--- src/source/ahb_mtx_pkg.sv ---
// AHB bus matrix output stage shared definitions
// Bus widths, the HTRANS encoding and the address-phase command that each
// input port presents to the shared slave output stage

`default_nettype none

package ahb_mtx_pkg;

  // --------------------------------------------------------------------------
  // Bus widths
  // --------------------------------------------------------------------------
  localparam int ADDR_W = 32;                  // HADDR width
  localparam int DATA_W = 32;                  // HWDATA width

  typedef logic [ADDR_W-1:0] ahb_addr_t;       // Address bus
  typedef logic [DATA_W-1:0] ahb_data_t;       // Write data bus
  typedef logic [2:0]        ahb_size_t;       // HSIZE
  typedef logic [3:0]        ahb_prot_t;       // HPROT
  typedef logic [3:0]        ahb_master_t;     // HMASTER

  // --------------------------------------------------------------------------
  // Transfer type
  // --------------------------------------------------------------------------
  typedef enum logic [1:0] {
    TRANS_IDLE   = 2'b00,                      // No transfer
    TRANS_BUSY   = 2'b01,                      // Burst paused by master
    TRANS_NONSEQ = 2'b10,                      // First beat or single
    TRANS_SEQ    = 2'b11                       // Following burst beat
  } ahb_trans_e;

  // --------------------------------------------------------------------------
  // Address-phase command of one input port
  // --------------------------------------------------------------------------
  // held_tran comes from the input stage holding register and only matters
  // for arbitration, it is never passed on to the slave
  typedef struct packed {
    logic        sel;                          // HSEL for this slave
    ahb_addr_t   addr;                         // HADDR
    ahb_trans_e  trans;                        // HTRANS
    logic        write;                        // HWRITE
    ahb_size_t   size;                         // HSIZE
    ahb_prot_t   prot;                         // HPROT
    ahb_master_t master;                       // HMASTER
    logic        mastlock;                     // HMASTLOCK
    logic        held_tran;                    // Transfer held in input stage
  } ahb_cmd_t;

endpackage

`default_nettype wire

--- src/source/ahb_mtx_addr_mux.sv ---
// AHB bus matrix address-phase mux
// Routes the address and control of the granted port to the shared slave
// and decodes the one-hot active vector returned to the input stages

`default_nettype none

module ahb_mtx_addr_mux #(
  parameter  int NUM_PORTS = 4,                            // Competing input ports
  localparam int PORT_W    = (NUM_PORTS > 1) ? $clog2(NUM_PORTS) : 1
) (
  input  wire ahb_mtx_pkg::ahb_cmd_t i_cmd [NUM_PORTS],    // Per-port commands
  input  wire [PORT_W-1:0]           i_port,               // Granted port index
  input  wire                        i_no_port,            // No port granted
  output ahb_mtx_pkg::ahb_cmd_t      o_cmd,                // Slave command
  output logic [NUM_PORTS-1:0]       o_active              // Port owns address phase
);

  // --------------------------------------------------------------------------
  // Command select and active decode
  // --------------------------------------------------------------------------
  // With no owner the slave sees an all-zero command, which is sel low and
  // an IDLE transfer
  always_comb
  begin : p_addr_mux
    o_cmd    = '0;
    o_active = '0;
    if (!i_no_port)
    begin
      o_cmd            = i_cmd[i_port];
      o_cmd.held_tran  = 1'b0;                   // Stays inside the matrix
      o_active[i_port] = 1'b1;
    end
  end

  // --------------------------------------------------------------------------
  // Assertions
  // --------------------------------------------------------------------------
  // A granted index from the arbiter must land on a real port
  always_comb
  begin : p_active_check
    a_active_onehot : assert final ($onehot0(o_active) &&
                                    ((i_no_port !== 1'b0) || $onehot(o_active)));
  end

endmodule

`default_nettype wire

--- src/source/ahb_mtx_arbiter.sv ---
// AHB bus matrix round-robin arbiter for one shared slave
// Picks the input port that owns the slave address phase. The grant is held
// through locked sequences and through bursts seen as BUSY or SEQ, and it
// only moves on a completing cycle of the shared slave

`default_nettype none

module ahb_mtx_arbiter #(
  parameter  int NUM_PORTS = 4,                            // Competing input ports
  localparam int PORT_W    = (NUM_PORTS > 1) ? $clog2(NUM_PORTS) : 1
) (
  input  wire                        HCLK,                 // AHB system clock
  input  wire                        HRESETn,              // Synchronous reset
  input  wire ahb_mtx_pkg::ahb_cmd_t i_cmd [NUM_PORTS],    // Per-port commands
  input  wire ahb_mtx_pkg::ahb_cmd_t i_sel_cmd,            // Current owner command
  input  wire                        i_hready,             // HREADYMUXM
  output logic [PORT_W-1:0]          o_port,               // Granted port index
  output logic                       o_no_port             // No port granted
);

  import ahb_mtx_pkg::*;

  logic [NUM_PORTS-1:0] req;             // Per-port request
  logic                 any_req;         // At least one request
  logic [PORT_W-1:0]    next_port;       // Round-robin winner
  logic                 hsel_lock;       // Lock seen while sel dropped
  logic                 next_hsel_lock;  // Next hsel_lock
  logic                 hold_lock;       // Locked sequence in progress
  logic                 hold_burst;      // Burst in progress

  // --------------------------------------------------------------------------
  // Requests and round-robin search
  // --------------------------------------------------------------------------
  always_comb
  begin : p_req
    for (int p = 0; p < NUM_PORTS; p++)
    begin
      req[p] = i_cmd[p].sel & i_cmd[p].held_tran;  // Only held transfers count
    end
  end

  // Search upward from the port after the last owner. The loop runs from the
  // farthest candidate down so the nearest requester is written last
  always_comb
  begin : p_rr_search
    int cand;
    cand      = 0;
    next_port = o_port;                          // Default keeps the index
    any_req   = 1'b0;
    for (int off = NUM_PORTS; off >= 1; off--)
    begin
      cand = int'(o_port) + off;
      if (cand >= NUM_PORTS)
      begin
        cand = cand - NUM_PORTS;                 // Wrap around
      end
      if (req[cand])
      begin
        next_port = PORT_W'(cand);
        any_req   = 1'b1;
      end
    end
  end

  // --------------------------------------------------------------------------
  // Grant hold
  // --------------------------------------------------------------------------
  // A master may leave this slave in the middle of a locked sequence, so sel
  // drops while mastlock stays up. hsel_lock remembers that the sequence
  // started here and keeps the slave reserved for it
  assign next_hsel_lock = (i_sel_cmd.sel & i_sel_cmd.trans[1] & i_sel_cmd.mastlock) ? 1'b1 :
                          (!i_sel_cmd.mastlock)                                     ? 1'b0 :
                          hsel_lock;

  assign hold_lock  = i_sel_cmd.mastlock & (i_sel_cmd.sel | hsel_lock);
  assign hold_burst = i_sel_cmd.sel &
                      ((i_sel_cmd.trans == TRANS_BUSY) | (i_sel_cmd.trans == TRANS_SEQ));

  // --------------------------------------------------------------------------
  // Grant registers
  // --------------------------------------------------------------------------
  always_ff @(posedge HCLK)
  begin : p_grant
    if (!HRESETn)
    begin
      o_port    <= PORT_W'(NUM_PORTS - 1);       // Port 0 gets first turn
      o_no_port <= 1'b1;
      hsel_lock <= 1'b0;
    end
    else if (i_hready)                           // Completing cycle only
    begin
      hsel_lock <= next_hsel_lock;
      if (hold_lock | hold_burst)
      begin
        o_port    <= o_port;                     // Owner keeps the slave
        o_no_port <= o_no_port;
      end
      else if (any_req)
      begin
        o_port    <= next_port;
        o_no_port <= 1'b0;
      end
      else
      begin
        o_no_port <= 1'b1;                       // Index kept as last owner
      end
    end
  end

  // --------------------------------------------------------------------------
  // Assertions
  // --------------------------------------------------------------------------
  // Wait states from the slave freeze the owner
  a_port_stable_wait : assert property (@(posedge HCLK) disable iff (!HRESETn)
    !i_hready |=> $stable(o_port));

  // A locked sequence seen through the address mux keeps its port granted
  a_port_stable_lock : assert property (@(posedge HCLK) disable iff (!HRESETn)
    hold_lock |=> ($stable(o_port) && !o_no_port));

endmodule

`default_nettype wire

--- src/source/ahb_mtx_data_phase.sv ---
// AHB bus matrix data-phase stage
// Registers the address-phase owner on each completing cycle so that its
// write data reaches the slave one phase later, and forms HREADYMUXM from
// the slave HREADYOUT while the slave is selected

`default_nettype none

module ahb_mtx_data_phase #(
  parameter  int NUM_PORTS = 4,                            // Competing input ports
  localparam int PORT_W    = (NUM_PORTS > 1) ? $clog2(NUM_PORTS) : 1
) (
  input  wire                         HCLK,                // AHB system clock
  input  wire                         HRESETn,             // Synchronous reset
  input  wire [PORT_W-1:0]            i_port,              // Address-phase owner
  input  wire                         i_hsel,              // Selected sel
  input  wire ahb_mtx_pkg::ahb_data_t i_wdata [NUM_PORTS], // Per-port write data
  input  wire                         i_hreadyoutm,        // Slave HREADYOUT
  output ahb_mtx_pkg::ahb_data_t      o_hwdatam,           // Slave write data
  output logic                        o_hreadymuxm         // Slave HREADY
);

  logic [PORT_W-1:0] data_port;  // Data-phase owner
  logic              slave_sel;  // Slave selected in data phase

  // --------------------------------------------------------------------------
  // Address to data phase registers
  // --------------------------------------------------------------------------
  always_ff @(posedge HCLK)
  begin : p_data_port
    if (!HRESETn)
    begin
      data_port <= '0;
      slave_sel <= 1'b0;                         // HREADYMUXM high out of reset
    end
    else if (o_hreadymuxm)                       // Address phase completes
    begin
      data_port <= i_port;
      slave_sel <= i_hsel;
    end
  end

  // --------------------------------------------------------------------------
  // Write data mux
  // --------------------------------------------------------------------------
  assign o_hwdatam = i_wdata[data_port];         // Follows data-phase owner

  // --------------------------------------------------------------------------
  // HREADYMUXM generation
  // --------------------------------------------------------------------------
  // An unselected slave never stretches the bus, so only a data phase that
  // belongs to this slave can insert wait states
  assign o_hreadymuxm = slave_sel ? i_hreadyoutm : 1'b1;

endmodule

`default_nettype wire

--- src/source/ahb_mtx_output_stage.sv ---
// AHB bus matrix output stage for one shared slave
// Up to NUM_PORTS input stages compete for the slave. The arbiter picks the
// address-phase owner, the address mux routes its command and the data
// phase follows with the owner's write data one completing cycle later

`default_nettype none

module ahb_mtx_output_stage #(
  parameter  int NUM_PORTS = 4,                            // Competing input ports
  localparam int PORT_W    = (NUM_PORTS > 1) ? $clog2(NUM_PORTS) : 1
) (
  input  wire                         HCLK,                // AHB system clock
  input  wire                         HRESETn,             // Synchronous reset
  input  wire ahb_mtx_pkg::ahb_cmd_t  i_cmd [NUM_PORTS],   // Per-port commands
  input  wire ahb_mtx_pkg::ahb_data_t i_wdata [NUM_PORTS], // Per-port write data
  input  wire                         i_hreadyoutm,        // Slave HREADYOUT
  output wire ahb_mtx_pkg::ahb_cmd_t  o_cmd,               // Slave command
  output wire [NUM_PORTS-1:0]         o_active,            // Port owns address phase
  output wire ahb_mtx_pkg::ahb_data_t o_hwdatam,           // Slave write data
  output wire                         o_hreadymuxm         // Slave HREADY
);

  wire [PORT_W-1:0] addr_port;     // Registered grant index
  wire              addr_no_port;  // No port granted

  // --------------------------------------------------------------------------
  // Arbitration
  // --------------------------------------------------------------------------
  ahb_mtx_arbiter #(
    .NUM_PORTS (NUM_PORTS)
  ) u_arbiter (
    .HCLK      (HCLK),
    .HRESETn   (HRESETn),
    .i_cmd     (i_cmd),
    .i_sel_cmd (o_cmd),                          // Owner command for hold logic
    .i_hready  (o_hreadymuxm),
    .o_port    (addr_port),
    .o_no_port (addr_no_port)
  );

  // --------------------------------------------------------------------------
  // Address phase
  // --------------------------------------------------------------------------
  ahb_mtx_addr_mux #(
    .NUM_PORTS (NUM_PORTS)
  ) u_addr_mux (
    .i_cmd     (i_cmd),
    .i_port    (addr_port),
    .i_no_port (addr_no_port),
    .o_cmd     (o_cmd),
    .o_active  (o_active)
  );

  // --------------------------------------------------------------------------
  // Data phase
  // --------------------------------------------------------------------------
  ahb_mtx_data_phase #(
    .NUM_PORTS (NUM_PORTS)
  ) u_data_phase (
    .HCLK         (HCLK),
    .HRESETn      (HRESETn),
    .i_port       (addr_port),
    .i_hsel       (o_cmd.sel),                   // Zero when nobody is granted
    .i_wdata      (i_wdata),
    .i_hreadyoutm (i_hreadyoutm),
    .o_hwdatam    (o_hwdatam),
    .o_hreadymuxm (o_hreadymuxm)
  );

endmodule

`default_nettype wire

--- config.mk ---
export PLATFORM = sky130hd
export DESIGN_NAME = ahb_mtx_output_stage
export DESIGN_NICKNAME = d
export VERILOG_FILES = /design/src/source/ahb_mtx_pkg.sv /design/src/source/ahb_mtx_addr_mux.sv /design/src/source/ahb_mtx_arbiter.sv /design/src/source/ahb_mtx_data_phase.sv /design/src/source/ahb_mtx_output_stage.sv
export SDC_FILE = /design/constraint.sdc
export NUM_CORES = 1
export LEC_CHECK = 0
export BUFFER_PORTS_ARGS = -buffer_cell sky130_fd_sc_hd__buf_4
export CORE_AREA = 2 2 161 163
export DETAILED_ROUTE_END_ITERATION = 8
export DIE_AREA = 0 0 163 165
export PLACE_DENSITY = 0.41
export SYNTH_ARGS = -nofsm -noshare
export SYNTH_HDL_FRONTEND = slang
export SYNTH_SLANG_ARGS = --single-unit
export TNS_END_PERCENT = 5
--- constraint.sdc ---
create_clock -name HCLK -period 2.6 [get_ports HCLK]
set_input_delay 0.52 -clock HCLK [delete_from_list [all_inputs] [get_ports HCLK]]
set_output_delay 0.52 -clock HCLK [all_outputs]
set_load 0.01 [all_outputs]
# Word level (Yosys, flattened, before mapping)
# Cells that the tools add are included.
[totals]
ram_bits = 0
ff_bits = 7
mem_bits_ro = 0
in_bits = 327
elab_cells = 85
latch_bits = 0
mem_count = 0
[op_classes]
order_cmp = 12
addsub = 8
n_reduce_logical = 5
shifts = 0
n_div = 0
bitwise = 14
mux = 38
multipliers = 0
eq_ne = 3
[op_table]
columns = ["op", "count"]
rows = [
  ["32-bit 2-to-1 mux", 6],
  ["49-bit 2-to-1 mux", 3],
  ["32-bit by 4-bit >= comparator with 1-bit output, second input constant", 4],
  ["32-bit by 4-bit < comparator with 1-bit output, second input constant", 4],
  ["32-bit by 4-bit subtractor with 32-bit output, second input constant", 4],
  ["49-bit binary-select mux with 2-bit select", 1],
  ["32-bit binary-select mux with 2-bit select", 1],
  ["1-bit 2-to-1 mux", 17],
  ["1-bit AND", 8],
  ["1-bit binary-select mux with 2-bit select", 4],
  ["2-bit 2-to-1 mux", 4],
  ["2-bit by 2-bit adder with 3-bit output, second input constant", 2],
  ["3-bit >= comparator, second input constant", 2],
  ["2-bit inverter with 3-bit output", 2],
  ["2-bit by 3-bit adder with 4-bit output, second input constant", 1],
  ["4-bit 2-to-1 mux", 1],
  ["2-bit AND reduction", 2],
  ["4-bit AND reduction", 1],
  ["4-bit nonzero test", 1],
  ["2-bit by 1-bit adder with 3-bit output, second input constant", 1],
  ["2-bit by 3-bit < comparator with 1-bit output, second input constant", 1],
  ["1-bit OR", 3],
  ["1-bit demux with 2-bit select", 1],
  ["2-bit by 1-bit == test with 1-bit output, second input constant", 1],
  ["other kinds (5)", 5],
]

# Longest topological paths before layout
[depth]
ltp_word = 11
ltp_mapped = 7
mapped_depth_nobuf = 6

# By module
# A second synthesis with hierarchy kept.
[hier_totals]
hier_cells = 268
hier_area_um2 = 2741.4
[by_module_without_submodules]
columns = ["module", "cells_each", "area_each_um2", "n_inst"]
rows = [
  ["ahb_mtx_addr_mux", 176, 1446.4, 1],
  ["ahb_mtx_data_phase", 50, 932.1, 1],
  ["ahb_mtx_arbiter", 42, 362.8, 1],
]

# Worst setup path after synthesis
# No wires, ideal clock.
[synth_path]
path_kind = "register -> output"
startpoint = "register u_arbiter.o_port[0]"
endpoint = "output o_cmd[30] (netlist bit)"
path_stages_with_launch = 6
t_arrival_ns = 1.701
slack_ns = 0.379
path_cell_list = "dfxtp_1 > buf_6 > buf_6 > buf_2 > mux4_2 > nor2b_1"
[synth_rtl]
columns = ["element", "line", "source"]
rows = [
  ["start, declared", "ahb_mtx_arbiter.sv:17", "output logic [PORT_W-1:0] o_port,"],
  ["start signal, assigned", "ahb_mtx_arbiter.sv:86", "o_port <= PORT_W'(NUM_PORTS - 1);"],
  ["start signal, assigned", "ahb_mtx_arbiter.sv:95", "o_port <= o_port;"],
  ["start signal, assigned", "ahb_mtx_arbiter.sv:100", "o_port <= next_port;"],
  ["end, declared", "ahb_mtx_output_stage.sv:17", "output wire ahb_mtx_pkg::ahb_cmd_t o_cmd,"],
]

==> run_results.csv <==
group,metric,value,unit
drt,drt_iter0_drc,110,
worst_hold_path,hold_class,"reg -> reg",
drt,first_pass_iters,4,
critical_path,ff2ff_setup_slack,490,ps
drt,via_per_inst,3.996,
drt,detail-route-antenna-nets,0,
layout,multi_input_area,0.002506,mm^2
cts,h-tree-depth,1,
die,io_pins,413,
logic_synthesis,syn_inst,224,
critical_path,worstSetupEndpointType,"output pin",
global_routing,antenna_found_initial,1,
drt,drt-wirelength-per-cell,18.87,um
die,coreArea,0.02504,mm^2
logic_synthesis,yosys_warnings,0,
placement,hpwl,15900,um
timing,setup_viol,0,
timing,min_period,2403,ps
drt,drcViolationCount,0,
critical_path,critPathKind,"reg -> out",
logic_synthesis,synth-seq-area-share,4.993,%
layout,area_growth,127.9,%
die,placementRows,58,
critical_path,startpoint_type,"register",
power,p_total,3221,uW
cts,clk_path_buf_depth,2,
cts,cts.sinks,7,
timing,slew_headroom,65.91,%
layout,drive_gt1_share,83.25,%
layout,instances_no_fill,952,
run,max_cap_viol_count,0,
critical_path,crit_slowest_cell,"dfxtp_4",
logic_synthesis,netlist_area,0.002806,mm^2
die,initial_utilization,11.21,%
power,p_leak,0.002996,uW
critical_path,crit_chain,"buf_4, mux4_2, nor2b_1, buf_4",
logic_synthesis,syn-num-nets,555,
placement,dp.cells,946,
critical_path,cp.required,2080,ps
power,power.density,503.7,mW/mm^2
timing,rsz0062_at_grt,"no",
logic_synthesis,ys_types,36,
placement,gp_congestion,0.7580,
cts,clock_latency,230,ps
logic_synthesis,synth_top_cell_by_area,"mux4_2",
critical_path,cp_max_fo,15,
timing,finalHoldViolations,0,
drt,wl,17960,um
timing,worst_slew_pin_slew,511.4,ps
cts,cts_root_buffer,"clkbuf_16",
logic_synthesis,synth_top_area_share,63.40,%
cts,holdBufCountCts,0,
drt,vias,3804,
placement,numPortBuffers,411,
outcome,status,"complete, no violations",
timing,finalWorstSetupSlack,197.3,ps
critical_path,worstPathArrival,1880,ps
cts,tritoncts,"done",
layout,final_common_cell,"buf_4",
global_routing,grt_pass1_vias,4106,
timing,slew_viol_final,0,
critical_path,slowest_delay,550,ps
die,fp.dieH,165,um
global_routing,grt_max_degree,33,
logic_synthesis,synth.avg_cell_area,12.53,um^2
global_routing,track_usage,12.22,%
timing,finalClockSkew,0.8823,ps
critical_path,path_buf_inv,2,
placement,dp_slack,282.5,ps
global_routing,grt_pass1_wl,24650,um
timing,tns,0,ps
critical_path,crit_top_cell,"buf_4",
cts,path_clk_slew,40,ps
layout,seq_area,147.6,um^2
timing,max_freq,416.2,MHz
cts,cts_made_buffers,3,
logic_synthesis,ys_ff_latch,7,
layout,final_cell_mix,"buf_4 (418), mux4_2 (79), nor2b_1 (53)",
critical_path,cp_top_family,"flip-flops",
power,peakVddDrop,0.1642,mV
die,floorplan.die.width,163,um
timing,timing.final.crit_share,92.41,%
layout,final_net_count,953,
die,die_area,0.02690,mm^2
logic_synthesis,synth_area_leaders,"mux4_2 (63%), nor2b_1 (12%), dfxtp_1 (5.0%)",
global_routing,grt_overflow_total,0,
layout,fillers,2734,
-- report_power, final --
group | internal [uW] | switching [uW] | leakage [uW]
sequential | 137 | 86.3 | 0.0000578
clock | 204 | 60.0 | 0.0000382
combinational | 1660 | 1070 | 0.00290
-- final timing paths --
path | start | endpoint | cells past startpoint
worst max-delay path | u_arbiter.o_port[0] | o_cmd[8] | 4
worst min-delay path | u_data_phase.data_port[1] | u_data_phase.data_port[1] | 2
worst max register to register | u_arbiter.o_port[0] | u_arbiter.o_port[0] | 6
worst min register to register | u_data_phase.data_port[1] | u_data_phase.data_port[1] | 2
-- state kept, by name, indices dropped and copies added, names as in the netlist --
name                    flops
u_arbiter.o_port            2
u_data_phase.data_port      2
u_data_phase.slave_sel      1
u_arbiter.hsel_lock         1
u_arbiter.o_no_port         1
-- worst reg2reg max path: cells and delay by family (launching register included) --
kind,cells,cell delay (ps)
buf+inv,1,220
flops,1,550
mux,2,670
simple gates,1,210
compound gates,2,340
-- per-stage QoR --
step,instance area [um^2],hold slack [ps],utilization [%]
2_1_floorplan,2806,456.7,-
3_3_place_gp,6299,454.8,25.16
3_5_place_dp,6299,464.6,25.16
4_1_cts,6377,468.9,25.47
5_1_grt,6392,492.1,25.53
6_report,6395,462.3,25.54
-- metal layers --
layer / global-route usage (%) / wire length [um] / up-vias / share of wire (%)
met5: 0 / 0 / - / 0
met4: 1.327 / 106 / 0 / 0.59
met3: 4.018 / 2123 / 6 / 12
met2: 23.81 / 9644 / 260 / 54
met1: 13.13 / 6088 / 1819 / 34
li1: - / - / 1719 / -
-- cells by family (layout without fill, tap and decap cells) --
kind of cell / Yosys count / after routing / share of synthesized area (%)
muxes: 84 / 84 / 66.61
and+or+nand+nor: 79 / 79 / 16.09
buffers and inverters: 33 / 430 / 5.707
AOI/OAI and AO/OA: 16 / 16 / 4.681
DFF: 7 / 7 / 4.993
adders and majority gates: 4 / 4 / 1.783
other: 1 / 2 / 0.1336
-- Yosys cell counts (all sizes together) --
cell and instances:
mux4 81, nor2b 53, clkbuf 16, nand2 15
buf 14, dfxtp 7, ha 4, inv 3
mux2 3, nand3 3, nor2 3, a21boi 2
a21oi 2, a31oi 2, nand3b 2, o21ai 2
a211oi 1, a22oi 1, a32oi 1, a41oi 1
conb 1, nand2b 1, nor3 1, o21a 1
o221ai 1, o311a 1, o311ai 1, or2 1
-- area by class of cell --
| class | instances | share of cell area [%] |
|---|---|---|
| Antenna cell | 1 | 0.03913 |
| Timing Repair Buffer | 423 | 50.56 |
| Multi-Input combinational cell | 184 | 39.19 |
| Inverter | 3 | 0.2152 |
| Tap cell | 330 | 6.457 |
| Sequential cell | 7 | 2.309 |
| Clock buffer | 4 | 1.233 |
-- repair_timing --
item	in CTS	in global routing
setup buffers	0	1
gates resized for setup	0	0
endpoints found under the setup margin	0	19
Note: power is estimated with default switching activity, not from simulation.
